[src/front_end_settings.svh]
//////////////////////////////
// front-end settings
// widths, bus region split, housekeeping map
// and the board id word
//////////////////////////////

`ifndef FRONT_END_SETTINGS_SVH
`define FRONT_END_SETTINGS_SVH

// datapath
`define FE_SAMPLE_W    14         // converter word
`define FE_SUM_W       15         // gen + feedback adder, one guard bit
`define FE_LSB_MASK_W  2          // adc lsbs forced to zero

// system bus
`define FE_SYS_AW      32
`define FE_SYS_DW      32
`define FE_REGION_W    20         // offset bits inside one region
`define FE_REGION_N    8          // regions on the bus
`define FE_HK_REGION   0          // housekeeping slot

// housekeeping map
`define FE_HK_ID_OFS   'h00
`define FE_HK_LOOP_OFS 'h04
`define FE_HK_LED_OFS  'h08
`define FE_HK_ID       32'h4146_0001  // read-only board id
`define FE_LED_W       8

`endif

[src/sample_pkg.sv]
//////////////////////////////
// sample types
// adc samples, converter codes and the
// widened sum used ahead of the clamp
//////////////////////////////

`include "front_end_settings.svh"

package sample_pkg;

  //////////////////////////////
  // channel samples
  //////////////////////////////

  // two's complement, as seen by the scope side
  typedef logic signed [`FE_SAMPLE_W-1:0] adc_sample_t;

  //////////////////////////////
  // converter side
  //////////////////////////////

  // neg-slope code, straight to the dac pins
  typedef logic [`FE_SAMPLE_W-1:0] dac_code_t;

  // one extra bit so gen + feedback never wraps
  typedef logic signed [`FE_SUM_W-1:0] dac_sum_t;

endpackage : sample_pkg

[src/sys_bus_pkg.sv]
//////////////////////////////
// system bus types
// address, data word, region index and
// in-region offset
//////////////////////////////

`include "front_end_settings.svh"

package sys_bus_pkg;

  typedef logic [`FE_SYS_AW-1:0] sys_addr_t;   // full byte address
  typedef logic [`FE_SYS_DW-1:0] sys_word_t;   // read/write data

  // region select, sits just above the offset bits
  typedef logic [$clog2(`FE_REGION_N)-1:0] sys_region_t;

  // offset inside a region
  typedef logic [`FE_REGION_W-1:0] hk_ofs_t;

endpackage : sys_bus_pkg

[src/adc_input_stage.sv]
//////////////////////////////
// adc input stage
// crosses the two adc channels, clears
// the low bits and picks the loopback
// source, one register stage
//////////////////////////////

`include "front_end_settings.svh"

module adc_input_stage
  import sample_pkg::*;
(
  input  logic        adc_clk,
  input  logic        reset_i,
  input  adc_sample_t adc_dat_a_i,     // physical adc a
  input  adc_sample_t adc_dat_b_i,     // physical adc b
  input  dac_code_t   loop_code_a_i,   // dac code ch a, combinational
  input  dac_code_t   loop_code_b_i,   // dac code ch b, combinational
  input  logic        digital_loop_i,  // from housekeeping
  output adc_sample_t adc_ch_a_o,
  output adc_sample_t adc_ch_b_o
);

  adc_sample_t adc_a_msk;
  adc_sample_t adc_b_msk;

  // low bits carry only noise on this board
  assign adc_a_msk = {adc_dat_a_i[`FE_SAMPLE_W-1:`FE_LSB_MASK_W], {`FE_LSB_MASK_W{1'b0}}};
  assign adc_b_msk = {adc_dat_b_i[`FE_SAMPLE_W-1:`FE_LSB_MASK_W], {`FE_LSB_MASK_W{1'b0}}};

  //////////////////////////////
  // crossing + loopback select
  //////////////////////////////

  always_ff @(posedge adc_clk)
  begin
    if (reset_i)
    begin
      adc_ch_a_o <= '0;
      adc_ch_b_o <= '0;
    end
    else if (digital_loop_i)
    begin
      // each channel sees its own dac code
      adc_ch_a_o <= adc_sample_t'(loop_code_a_i);
      adc_ch_b_o <= adc_sample_t'(loop_code_b_i);
    end
    else
    begin
      adc_ch_a_o <= adc_b_msk;  // adc b -> ch a
      adc_ch_b_o <= adc_a_msk;  // adc a -> ch b
    end
  end

endmodule : adc_input_stage

[src/dac_output_stage.sv]
//////////////////////////////
// dac output stage
// gen + feedback sum, clamp to 14 bit,
// neg-slope inversion, two register
// stages with channel swap, dac reset
//////////////////////////////

`include "front_end_settings.svh"

module dac_output_stage
  import sample_pkg::*;
(
  input  logic        adc_clk,
  input  logic        reset_i,
  input  adc_sample_t asg_a_i,        // generator ch a
  input  adc_sample_t asg_b_i,        // generator ch b
  input  adc_sample_t pid_a_i,        // feedback ch a
  input  adc_sample_t pid_b_i,        // feedback ch b
  output dac_code_t   loop_code_a_o,  // unregistered, for loopback
  output dac_code_t   loop_code_b_o,
  output dac_code_t   dac_dat_a_o,    // carries ch b
  output dac_code_t   dac_dat_b_o,    // carries ch a
  output logic        dac_reset_o
);

  dac_code_t code_a_q;
  dac_code_t code_b_q;

  //////////////////////////////
  // sum, clamp, invert
  //////////////////////////////

  // same rule for both channels
  function automatic dac_code_t neg_slope_code(input adc_sample_t gen,
                                               input adc_sample_t fbk);
    dac_sum_t    sum;
    adc_sample_t sat;
    sum = dac_sum_t'(gen) + dac_sum_t'(fbk);  // sign extended
    // top two bits differ -> outside 14-bit range
    if (sum[`FE_SUM_W-1] != sum[`FE_SUM_W-2])
      sat = {sum[`FE_SUM_W-1], {(`FE_SAMPLE_W-1){~sum[`FE_SUM_W-1]}}};
    else
      sat = sum[`FE_SAMPLE_W-1:0];
    // converter counts down as voltage rises
    return dac_code_t'(~sat);
  endfunction

  assign loop_code_a_o = neg_slope_code(asg_a_i, pid_a_i);
  assign loop_code_b_o = neg_slope_code(asg_b_i, pid_b_i);

  //////////////////////////////
  // output pipeline
  //////////////////////////////

  always_ff @(posedge adc_clk)
  begin
    if (reset_i)
    begin
      code_a_q    <= '0;
      code_b_q    <= '0;
      dac_dat_a_o <= '0;
      dac_dat_b_o <= '0;
    end
    else
    begin
      code_a_q    <= loop_code_a_o;  // stage 1
      code_b_q    <= loop_code_b_o;
      dac_dat_a_o <= code_b_q;       // ch b -> dac a
      dac_dat_b_o <= code_a_q;       // ch a -> dac b
    end
  end

  // converter held in reset one cycle behind the fabric
  always_ff @(posedge adc_clk)
  begin
    dac_reset_o <= reset_i;
  end

endmodule : dac_output_stage

[src/sys_bus_decoder.sv]
//////////////////////////////
// system bus decoder
// splits the address into eight regions,
// routes housekeeping strobes and answers
// every other region with an error
//////////////////////////////

`include "front_end_settings.svh"

module sys_bus_decoder
  import sys_bus_pkg::*;
(
  input  logic      adc_clk,
  input  logic      reset_i,
  // bus master side
  input  sys_addr_t sys_addr_i,
  input  sys_word_t sys_wdata_i,
  input  logic      sys_wen_i,
  input  logic      sys_ren_i,
  output sys_word_t sys_rdata_o,
  output logic      sys_err_o,
  output logic      sys_ack_o,
  // housekeeping side
  output hk_ofs_t   hk_ofs_o,
  output sys_word_t hk_wdata_o,
  output logic      hk_wen_o,
  output logic      hk_ren_o,
  input  sys_word_t hk_rdata_i,
  input  logic      hk_ack_i,
  input  logic      hk_err_i
);

  sys_region_t region;
  logic        hk_hit;
  logic        miss_ack_q;   // reply for unmapped regions

  //////////////////////////////
  // address split
  //////////////////////////////

  assign region   = sys_addr_i[`FE_REGION_W +: $bits(sys_region_t)];
  assign hk_hit   = (region == sys_region_t'(`FE_HK_REGION));
  assign hk_ofs_o = sys_addr_i[`FE_REGION_W-1:0];  // offset check left to hk_regs

  // strobes only reach housekeeping on a hit
  assign hk_wdata_o = sys_wdata_i;
  assign hk_wen_o   = sys_wen_i & hk_hit;
  assign hk_ren_o   = sys_ren_i & hk_hit;

  // other seven regions: ack with err next cycle
  always_ff @(posedge adc_clk)
  begin
    if (reset_i)
      miss_ack_q <= 1'b0;
    else
      miss_ack_q <= (sys_wen_i | sys_ren_i) & ~hk_hit;
  end

  //////////////////////////////
  // reply mux
  //////////////////////////////

  assign sys_ack_o   = hk_ack_i | miss_ack_q;
  assign sys_err_o   = hk_err_i | miss_ack_q;
  assign sys_rdata_o = hk_ack_i ? hk_rdata_i : '0;  // zero on miss

endmodule : sys_bus_decoder

[src/hk_regs.sv]
//////////////////////////////
// housekeeping registers
// id word, loopback enable and led byte,
// ack one cycle after the strobe
//////////////////////////////

`include "front_end_settings.svh"

module hk_regs
  import sys_bus_pkg::*;
(
  input  logic                 adc_clk,
  input  logic                 reset_i,
  input  hk_ofs_t              hk_ofs_i,
  input  sys_word_t            hk_wdata_i,
  input  logic                 hk_wen_i,
  input  logic                 hk_ren_i,
  output sys_word_t            hk_rdata_o,
  output logic                 hk_ack_o,
  output logic                 hk_err_o,
  output logic                 digital_loop_o,  // adc takes dac codes
  output logic [`FE_LED_W-1:0] led_o
);

  sys_word_t rd_val;    // read mux
  logic      ofs_bad;   // offset not in the map
  logic      id_wr;     // id is read only

  //////////////////////////////
  // offset decode
  //////////////////////////////

  always_comb
  begin
    rd_val  = '0;
    ofs_bad = 1'b0;
    case (hk_ofs_i)
      `FE_HK_ID_OFS:   rd_val = `FE_HK_ID;
      `FE_HK_LOOP_OFS: rd_val = sys_word_t'(digital_loop_o);
      `FE_HK_LED_OFS:  rd_val = sys_word_t'(led_o);
      default:         ofs_bad = 1'b1;
    endcase
  end

  assign id_wr = hk_wen_i & (hk_ofs_i == hk_ofs_t'(`FE_HK_ID_OFS));

  //////////////////////////////
  // registers and reply
  //////////////////////////////

  always_ff @(posedge adc_clk)
  begin
    if (reset_i)
    begin
      digital_loop_o <= 1'b0;
      led_o          <= '0;
      hk_ack_o       <= 1'b0;
      hk_err_o       <= 1'b0;
      hk_rdata_o     <= '0;
    end
    else
    begin
      if (hk_wen_i && hk_ofs_i == hk_ofs_t'(`FE_HK_LOOP_OFS))
        digital_loop_o <= hk_wdata_i[0];
      if (hk_wen_i && hk_ofs_i == hk_ofs_t'(`FE_HK_LED_OFS))
        led_o <= hk_wdata_i[`FE_LED_W-1:0];
      hk_ack_o   <= hk_wen_i | hk_ren_i;
      hk_err_o   <= (hk_wen_i | hk_ren_i) & (ofs_bad | id_wr);
      // read data only on a good read, else zero
      hk_rdata_o <= (hk_ren_i & ~ofs_bad) ? rd_val : '0;
    end
  end

endmodule : hk_regs

[src/analog_front_top.sv]
//////////////////////////////
// analog front-end top
// adc input, dac output, bus decoder
// and housekeeping on adc_clk
//////////////////////////////

`include "front_end_settings.svh"

module analog_front_top
  import sample_pkg::*;
  import sys_bus_pkg::*;
(
  input  logic                 adc_clk,
  input  logic                 reset_i,
  // converters and stream samples
  input  adc_sample_t          adc_dat_a_i,
  input  adc_sample_t          adc_dat_b_i,
  input  adc_sample_t          asg_a_i,
  input  adc_sample_t          asg_b_i,
  input  adc_sample_t          pid_a_i,
  input  adc_sample_t          pid_b_i,
  output adc_sample_t          adc_ch_a_o,
  output adc_sample_t          adc_ch_b_o,
  output dac_code_t            dac_dat_a_o,
  output dac_code_t            dac_dat_b_o,
  output logic                 dac_reset_o,
  // system bus
  input  sys_addr_t            sys_addr_i,
  input  sys_word_t            sys_wdata_i,
  input  logic                 sys_wen_i,
  input  logic                 sys_ren_i,
  output sys_word_t            sys_rdata_o,
  output logic                 sys_err_o,
  output logic                 sys_ack_o,
  output logic [`FE_LED_W-1:0] led_o
);

  //////////////////////////////
  // local signals
  //////////////////////////////

  logic      digital_loop;
  dac_code_t loop_code_a, loop_code_b;   // combinational dac codes
  hk_ofs_t   hk_ofs;
  sys_word_t hk_wdata, hk_rdata;
  logic      hk_wen, hk_ren, hk_ack, hk_err;

  adc_input_stage adc_in (
    .adc_clk        (adc_clk),
    .reset_i        (reset_i),
    .adc_dat_a_i    (adc_dat_a_i),
    .adc_dat_b_i    (adc_dat_b_i),
    .loop_code_a_i  (loop_code_a),
    .loop_code_b_i  (loop_code_b),
    .digital_loop_i (digital_loop),
    .adc_ch_a_o     (adc_ch_a_o),
    .adc_ch_b_o     (adc_ch_b_o)
  );

  dac_output_stage dac_out (
    .adc_clk       (adc_clk),
    .reset_i       (reset_i),
    .asg_a_i       (asg_a_i),
    .asg_b_i       (asg_b_i),
    .pid_a_i       (pid_a_i),
    .pid_b_i       (pid_b_i),
    .loop_code_a_o (loop_code_a),
    .loop_code_b_o (loop_code_b),
    .dac_dat_a_o   (dac_dat_a_o),
    .dac_dat_b_o   (dac_dat_b_o),
    .dac_reset_o   (dac_reset_o)
  );

  sys_bus_decoder bus_dec (
    .adc_clk     (adc_clk),
    .reset_i     (reset_i),
    .sys_addr_i  (sys_addr_i),
    .sys_wdata_i (sys_wdata_i),
    .sys_wen_i   (sys_wen_i),
    .sys_ren_i   (sys_ren_i),
    .sys_rdata_o (sys_rdata_o),
    .sys_err_o   (sys_err_o),
    .sys_ack_o   (sys_ack_o),
    .hk_ofs_o    (hk_ofs),
    .hk_wdata_o  (hk_wdata),
    .hk_wen_o    (hk_wen),
    .hk_ren_o    (hk_ren),
    .hk_rdata_i  (hk_rdata),
    .hk_ack_i    (hk_ack),
    .hk_err_i    (hk_err)
  );

  hk_regs hk (
    .adc_clk        (adc_clk),
    .reset_i        (reset_i),
    .hk_ofs_i       (hk_ofs),
    .hk_wdata_i     (hk_wdata),
    .hk_wen_i       (hk_wen),
    .hk_ren_i       (hk_ren),
    .hk_rdata_o     (hk_rdata),
    .hk_ack_o       (hk_ack),
    .hk_err_o       (hk_err),
    .digital_loop_o (digital_loop),
    .led_o          (led_o)
  );

endmodule : analog_front_top

[config.mk]
export PLATFORM = sky130hd
export DESIGN_NAME = analog_front_top
export DESIGN_NICKNAME = d
export VERILOG_FILES = /design/src/sample_pkg.sv /design/src/sys_bus_pkg.sv /design/src/adc_input_stage.sv /design/src/dac_output_stage.sv /design/src/sys_bus_decoder.sv /design/src/hk_regs.sv /design/src/analog_front_top.sv
export VERILOG_INCLUDE_DIRS = /design/src
export SDC_FILE = /design/constraint.sdc
export NUM_CORES = 1
export LEC_CHECK = 0
export ABC_AREA = 0
export BUFFER_PORTS_ARGS = -buffer_cell sky130_fd_sc_hd__buf_2
export CAP_MARGIN = 20
export CELL_PAD_IN_SITES_DETAIL_PLACEMENT = 0
export CELL_PAD_IN_SITES_GLOBAL_PLACEMENT = 2
export CORE_ASPECT_RATIO = 1.25
export CORE_MARGIN = 1.5
export CORE_UTILIZATION = 25
export DETAILED_ROUTE_END_ITERATION = 8
export GPL_TIMING_DRIVEN = 0
export HOLD_SLACK_MARGIN = 0.15
export PLACE_DENSITY_LB_ADDON = 0.3
export REMOVE_ABC_BUFFERS = 1
export SLEW_MARGIN = 20
export SYNTH_ARGS = -nofsm -noshare
export SYNTH_HDL_FRONTEND = slang
export SYNTH_HIERARCHICAL = 1
export SYNTH_SLANG_ARGS = --single-unit
[constraint.sdc]
create_clock -name adc_clk -period 2.7 [get_ports adc_clk]
set_input_delay 0.54 -clock adc_clk [delete_from_list [all_inputs] [get_ports adc_clk]]
set_output_delay 0.54 -clock adc_clk [all_outputs]
set_load 0.01 [all_outputs]
# [Word-level counts from Yosys, hierarchy flattened]
# Index checks and enable logic that the tools add are counted.
[classes] add_sub_neg=2 multipliers=0 div=0 n_lt_le_gt_ge=0 eq_ne=4 shifts=0 n_mux=7 bitwise=18 n_reduce_logical=7
[op_table] operator="one-hot mux 31 bit (3 select lines)" count=1
[op_table] operator="2-to-1 mux 14 bit" count=4
[op_table] operator="2-to-1 mux 32 bit" count=1
[op_table] operator="adder 14 x 14 -> 15 bit" count=2
[op_table] operator="inverter 14 bit" count=2
[op_table] operator="equality test 20 x 3 -> 1 bit (second input constant)" count=1
[op_table] operator="equality test 20 x 4 -> 1 bit (second input constant)" count=1
[op_table] operator="zero test 20 bit" count=1
[op_table] operator="bitwise AND 1 bit" count=6
[op_table] operator="inverter 1 bit" count=5
[op_table] operator="OR 1 bit" count=5
[op_table] operator="OR reduction 2 bit" count=2
[op_table] operator="zero test 3 bit" count=1
[op_table] operator="OR reduction 3 bit" count=1
[op_table] operator="logical AND 1 bit" count=2
[op_table] operator="!= test 1 bit" count=2
[op_table] operator="2-to-1 mux 1 bit" count=1
[totals] reg_bits=129 latchBits=0 mem_bits_rw=0 romBits=0 input_bits=152 out_inout_bits=99 word_cells=53 n_memories=0

# [Logic depth before layout (Yosys ltp)]
# Gate-level depths: netlist of the first run.
[depth] depth_word=5 mapped_depth=13 depth_no_buf=12

# [Hierarchy]
# Netlist of the first run, hierarchy kept.
[by_module_without_submodules] module="dac_output_stage" n_inst=1 cells_each=363 area_per_inst_um2=3241.9 seq_area_each_um2=1141.1
[by_module_without_submodules] module="hk_regs" n_inst=1 cells_each=110 area_per_inst_um2=1011.0 seq_area_each_um2=400.4
[by_module_without_submodules] module="adc_input_stage" n_inst=1 cells_each=87 area_per_inst_um2=987.2 seq_area_each_um2=560.5
[by_module_without_submodules] module="sys_bus_decoder" n_inst=1 cells_each=95 area_per_inst_um2=709.4 seq_area_each_um2=20.0

# [Worst setup path before layout of the first run]
# No wires, ideal clock.
[synth_timing] path_type="input -> register" start="input port asg_a_i[0]" end="register adc_in.adc_ch_a_o[7]" setup_time_ns=0.065 t_arrival_ns=2.792 required_ns=2.635 path_slack_ns=-0.157 stages=12 path_buffers=1 cell_sequence="ha_1 -> inv_1 -> fa_1 -> and2b_1 -> o211ai_1 -> a2111o_1 -> a211o_1 -> mux2_4 -> buf_6 -> o21ai_2 -> mux2i_1 -> nor2_1"
[synth_via] elab_chain_cells=5 elab_cells_between_ends=6 cone_classes="add/sub: 1; eq/ne: 1; mux: 2; bitwise: 2"
[synth_rtl] item="start, declared" line_no="analog_front_top.sv:18" source="input adc_sample_t asg_a_i,"
[synth_rtl] item="adder 14 x 14 -> 15 bit (*)" line_no="dac_output_stage.sv:38" source="sum = dac_sum_t'(gen) + dac_sum_t'(fbk);"
[synth_rtl] item="!= test 1 bit / inverter 1 bit (equally long branches)" line_no="dac_output_stage.sv:40, dac_output_stage.sv:41"
[synth_rtl] item="2-to-1 mux 14 bit (*)" line_no="dac_output_stage.sv:40" source="if (sum[`FE_SUM_W-1] != sum[`FE_SUM_W-2])"
[synth_rtl] item="inverter 14 bit (*)" line_no="dac_output_stage.sv:45" source="return dac_code_t'(~sat);"
[synth_rtl] item="net loop_code_a[7]" line_no="analog_front_top.sv:43" source="dac_code_t loop_code_a, loop_code_b;"
[synth_rtl] item="2-to-1 mux 14 bit (*)" line_no="adc_input_stage.sv:42" source="else if (digital_loop_i)"
[synth_rtl] item="end signal, assigned" line_no="adc_input_stage.sv:45" source="adc_ch_a_o <= adc_sample_t'(loop_code_a_i);"
[synth_rtl] item="end signal, assigned" line_no="adc_input_stage.sv:50" source="adc_ch_a_o <= adc_b_msk;"
[synth_rtl] item="end, declared" line_no="adc_input_stage.sv:20" source="output adc_sample_t adc_ch_a_o,"
# Mark *: on every way through the listed nets, which the timed path passes. The rest lies on a longest branch.
# A chain may end at the register's enable or synchronous reset.

# [Worst setup path in the final report of the first run]
[layout_timing] start="input port asg_a_i[0]" end="register adc_in.adc_ch_a_o[12]"
# The elaborated chain is that of the path after synthesis.

==> impl_results.md, run 1 <==
- Status: complete, but fails checks
- Failing checks: setup timing
- Final min period: 2.709 ns
- Fin area: between 0.007 and 0.008 mm²
- Crit Path Category: in2reg
- Total track usage: 12.72%
- Critical path peak fanout: 6
- CTS tree: yes
- Drc violations: 0
- P&R area growth vs syn: 27.48%
- Max Root-Sink Buffers: 2
- Fin Setup TNS: -0.02502 ns
- Root Buffer: clkbuf_16
- Drt initial violations: 122
- Final period util: 100.3%
- Total power: 4037 µW
- First-pass GRT wire length: 24.36 mm
- Yosys warns: 6
- Layout cells sized above 1: 39.90%
- Die width: 138.9 µm
- Gp weighted congestion: roughly 0.76
- Rel. slew slack: 54.03%
- Die Span Y: 172.8 µm
- Clock transition at path regs: approximately 0.070 ns
- Worst Hold Slack: 0.4179 ns
- Slew @ Worst Pin: approximately 0.69 ns
- Clock sinks: approximately 110
- Row cnt: 61
- Port Buffers: 194
- Final Hold Viols: 0
- Worst hold-check path type: in2reg
- Max Fclk: 0.3691 GHz
- Largest net degree at the start of global routing: 68
- Placed inst area: 0.006664 mm²
- Via count: 4696
- Commonest non-fill, non-tap cell in the layout: buf_2
- Antenna viol nets, final: 0
- Antenna Diode Count: 0
- Syn avg cell area: 9.143 µm²
- TritonRoute pass-1 iters: 4
- Static Leakage: around 0.0034 µW
- CP Launch Type: input pin
- Routed length per instance: about 14 µm
- Vias in the first global route: 4683
- Most frequent cells in the layout: buf_2, dfxtp_1, nor2_1
- Worst IR Drop VDD: 0.2807 mV
- Final setup viols: 4
- RSZ-0062 raised after global routing: true
- Post-Syn Area: slightly below 0.006 mm²
- Worst Path Arrival: about 3.0 ns
- CP required: 2.94 ns
- Initial antenna violation count: 0
- PnR worst setup slack: -0.009246 ns
- Detailed Place HPWL: 11.32 mm
- Pins Over Slew Limit: 0
- Via density per instance: 4.308
- Htree depth: 3
- Starting Density: 25.71%
- Crit end category: flip-flop
- Clk_skew: 0.007330 ns
- Ports: 251
- Number of buffers created by CTS: 9
- Power per cell area: approximately 550 mW/mm²
- Die Area: 0.02400 mm²
- Max Cap Viol: 0
- Cells after synthesis: 631
- Fin util: 32.78%
- GRT Residual Overflow: 0
- Core box area: between 0.02 and 0.025 mm²
- Nets@finish: 984
- Later-pin clock latency in the skew report: 0.35 ns
- Final WL: 15.28 mm
==> final timing paths <==
kind | startpoint | endpoint | slack (ns) | cells past startpoint
worst max-delay path | asg_a_i[0] | adc_in/adc_ch_a_o[12] | -0.009 | 14
worst min-delay path | adc_dat_b_i[13] | adc_in/adc_ch_a_o[13] | 0.42 | 3
worst max register to register | hk/digital_loop_o | adc_in/adc_ch_a_o[0] | 1.37 | 3
worst min register to register | dac_out/code_a_q[3] | dac_out/dac_dat_b_o[3] | 0.44 | 1
==> power breakdown <==
part | total, µW | internal [µW] | switching (µW) | leakage [µW]
registers | 1720 | 1690 | 26.7 | 0.000875
clock network | 1260 | 655 | 606 | 0.000132
logic | 1060 | 486 | 570 | 0.00236
==> routing by layer <==
layer  wire [µm]  up-vias  GRT usage (%)  share of wire (%)
li1            -     2437              -                  -
met1        6629     2082          14.71                 43
met2        7398      157          22.17                 48
met3         862       20          2.631                5.6
met4         386        0          6.293                2.5
met5           0        -              0                  0
==> area by class of cell <==
cell class | count | area [µm²]
tap | 283 | 354.1
fill | 2406 | 15080
sequential | 106 | 2123
inverter | 11 | 41.29
multi-input combinational | 458 | 3348
clock buffer | 11 | 242.7
timing repair buffer | 216 | 1207
clock inverter | 5 | 37.54
==> through the flow <==
step | worst slack [ns] | instances
2_1_floorplan | -0.2677 | 572
3_3_place_gp | -1.284 | 1049
3_5_place_dp | -1.230 | 1051
4_1_cts | -0.1296 | 1083
5_1_grt | -0.1260 | 1090
6_report | -0.009246 | 1090
==> registers in the layout, summed over array words and instances, names as in the netlist, 8 cells and up <==
register,flops
dac_out/code_b_q,14
dac_out/code_a_q,14
adc_in/adc_ch_b_o,14
dac_out/dac_dat_b_o,14
hk/led_o,8
adc_in/adc_ch_a_o,14
dac_out/dac_dat_a_o,14
hk/hk_rdata_o,9
==> critical path, cell delays in order <==
cell	delay [ns]
buf_6	0.08
ha_4	0.12
inv_2	0.03
fa_2	0.35
and2b_1	0.24
o211ai_1	0.12
a2111o_1	0.48
buf_4	0.18
o211ai_1	0.08
buf_4	0.17
mux2_4	0.27
o21ai_2	0.09
mux2i_1	0.13
nor2_1	0.06
==> repair_timing <==
action                     4_1_cts  5_1_grt
setup buffers                   13        9
gates cloned                     3        0
setup endpoints to repair       45       50
pin swaps                        9       23
hold buffers                     0        0
gates resized for setup         30       16
Note: power is estimated with default switching activity, not from simulation.
==> inputs of run 2 (changes only) <==
==> constraint.sdc (replaced) <==
create_clock -name adc_clk -period 2.48 [get_ports adc_clk]
set_input_delay 0.496 -clock adc_clk [delete_from_list [all_inputs] [get_ports adc_clk]]
set_output_delay 0.496 -clock adc_clk [all_outputs]
set_load 0.01 [all_outputs]
==> run 2 against run 1 <==
- the flow still finishes with violations (setup timing)
- final cell count is 1.0% higher
- worst hold slack worse by 0.044 ns
- total power is 12% higher
- routed wire length is 2.0% higher
- utilization is 1.2 points higher
- die area stayed put
- global-route usage is 0.065 points higher
- first-iteration DRC count is 7.4% lower
- clock power is 9% higher
- combinational power is 20% higher
- largest power group unchanged
==> impl_results.md, run 2 (synthesis results as in run 1) <==
- Worst Path Arrival: 2.91 ns (was 2.95 ns)
- Core box area: 0.02244 mm² (unchanged)
- Logic pwr share: 28.2% (was 26.2%)
- Slew @ Worst Pin: 0.6733 ns (was 0.6895 ns)
- Worst Hold Slack: 0.3734 ns (was 0.4179 ns)
- Worst IR Drop VDD: 0.3063 mV (was 0.2807 mV)
- Placed inst area: 0.006664 mm² (unchanged)
- Worst reg2reg startpoint: hk/digital_loop_o (unchanged)
- Final setup viols: 26 (was 4)
- Seq pwr share: 41.5% (was 42.6%)
- GRT Residual Overflow: 0 (unchanged)
- Fin area: 0.007626 mm² (was 0.007355 mm²)
- Status: complete, but fails checks (unchanged)
- Max Cap Viol: 0 (unchanged)
- Clock sinks: 106 (unchanged)
- Clock Power Share: 30.4% (was 31.3%)
- Static Leakage: 0.003450 µW (was 0.003362 µW)
- Pins Over Slew Limit: 0 (unchanged)
- Total track usage: 12.78% (was 12.72%)
- Row cnt: 61 (unchanged)
- Fin Setup TNS: -3.348 ns (was -0.02502 ns)
- Routed length per instance: 14.15 µm (was 14.01 µm)
- Die width: 138.9 µm (unchanged)
- Hold path depth: 3 (unchanged)
- Initial antenna violation count: 0 (unchanged)
- CTS tree: yes (unchanged)
- Antenna viol nets, final: 0 (unchanged)
- Die Span Y: 172.8 µm (unchanged)
- Commonest non-fill, non-tap cell in the layout: buf_2 (unchanged)
- Final Hold Viols: 0 (unchanged)
- Htree depth: 3 (unchanged)
- Die Area: 0.02400 mm² (unchanged)
- Port Buffers: 194 (unchanged)
- RSZ-0062 raised after global routing: true (unchanged)
- Crit end category: flip-flop (unchanged)
- Worst hold-check path type: in2reg (unchanged)
- NetSw: 1359 µW (was 1203 µW)
- Clk_skew: 0.008121 ns (was 0.007330 ns)
- Most frequent cells in the layout: buf_2, dfxtp_1, nor2_1 (unchanged)
- Critical path peak fanout: 6 (unchanged)
- Nets@finish: 995 (was 984)
- Internal: 3157 µW (was 2834 µW)
- Switching share of total power: 30.08% (was 29.80%)
- Failing checks: setup timing (unchanged)
- Number of buffers created by CTS: 9 (unchanged)
- Max Fclk: 0.3749 GHz
- Via density per instance: 4.322 (was 4.308)
- Vias in the first global route: 4711 (was 4683)
- Ports: 251 (unchanged)
- PnR worst setup slack: -0.1872 ns (was -0.009246 ns)
- Final WL: 15.58 mm (was 15.28 mm)
- TritonRoute pass-1 iters: 4 (unchanged)
- Final period util: 107.5%
- Power per cell area: 592.2 mW/mm² (was 548.9 mW/mm²)
- Crit Path Category: in2reg (unchanged)
- Worst R2R Setup Slack: 1.15 ns (was 1.37 ns)
- Detailed Place HPWL: 11.32 mm (unchanged)
- Drc violations: 0 (unchanged)
- Root Buffer: clkbuf_16 (unchanged)
- Max Root-Sink Buffers: 2 (unchanged)
- Drt initial violations: 113 (was 122)
- Gp weighted congestion: 0.7623 (unchanged)
- First-pass GRT wire length: 24.51 mm (was 24.36 mm)
- Layout cells sized above 1: 43.89% (was 39.90%)
- Antenna Diode Count: 0 (unchanged)
- R2R depth: 3 (unchanged)
- P&R area growth vs syn: 32.18% (was 27.48%)
- Worst slack at placement: -1.406 ns (was -1.230 ns)
- Hold_sp: adc_dat_b_i[13] (unchanged)
- Later-pin clock latency in the skew report: 0.35 ns (about the same)
- Clock transition at path regs: 0.07 ns (about the same)
- CP Launch Type: input pin (unchanged)
- Via count: 4758 (was 4696)
- Reg2Reg Capture Point: adc_in/adc_ch_a_o[0] (unchanged)
- Final min period: 2.667 ns
- Rel. slew slack: 55.05% (was 54.03%)
- Hold path endpoint: adc_in/adc_ch_a_o[13] (unchanged)
- Starting Density: 25.71% (unchanged)
- Largest net degree at the start of global routing: 68 (unchanged)
- CP required: 2.72 ns (was 2.94 ns)
-- run 2: metrics by stage --
| stage | total power, µW | utilization, % | cells |
|---|---|---|---|
| floorplan | 2552 | - | 572 |
| global placement | 2910 | 29.44 | 1049 |
| detailed placement | 2912 | 29.70 | 1051 |
| CTS | 4464 | 32.57 | 1087 |
| global route | 4797 | 33.99 | 1101 |
| finish | 4516 | 33.99 | 1101 |
-- run 2: timing repair --
item	in CTS	in global routing
cloned	3	1
hold endpoints to repair	0	0
buffers inserted	17	15
resized for setup	41	47
endpoints found under the setup margin	52	48
pin swaps	15	38
hold buffers	0	0
-- run 2: power groups by stage --
stage / sequential [µW] / combinational, µW / clock [µW]
finish: 1870 / 1270 / 1370
global route: 1890 / 1400 / 1500
CTS: 1870 / 1160 / 1430
detailed placement: 1910 / 998 / 0
global placement: 1910 / 997 / 0
floorplan: 1950 / 607 / 0
-- run 2: how the worst max path moves through the flow --
stage,from,to,cells after the start
6_report,asg_a_i[0],adc_in/adc_ch_a_o[5],14
4_1_cts,pid_a_i[0],adc_in/adc_ch_a_o[12],12
2_1_floorplan,asg_b_i[7],adc_in/adc_ch_b_o[10],10
3_5_place_dp,asg_b_i[7],adc_in/adc_ch_b_o[10],11
3_3_place_gp,asg_b_i[7],adc_in/adc_ch_b_o[10],11
5_1_grt,asg_a_i[0],adc_in/adc_ch_a_o[5],14
-- run 2: critical path, cell delays in order --
cell and delay [ns]:
buf_6 0.08, ha_4 0.12, inv_2 0.03, fa_2 0.35, and2b_1 0.24, o211ai_1 0.12, a2111o_1 0.48, buf_4 0.18
o211ai_1 0.09, buf_4 0.17, mux2_4 0.27, o21ai_4 0.09, mux2i_1 0.13, nor2_1 0.06
-- run 2: cell type report --
type,instances,area [µm²]
Fill cell,2382,14810
Multi-Input combinational cell,458,3503
Sequential cell,106,2123
Timing Repair Buffer,227,1324
Tap cell,283,354.1
Clock buffer,11,242.7
Inverter,11,41.29
Clock inverter,5,37.54
-- run 2: metal layers --
layer,routed length [µm],global-route usage (%)
met1,6781,14.79
met2,7600,22.44
met3,853,2.603
met4,349,6.033
met5,0,0
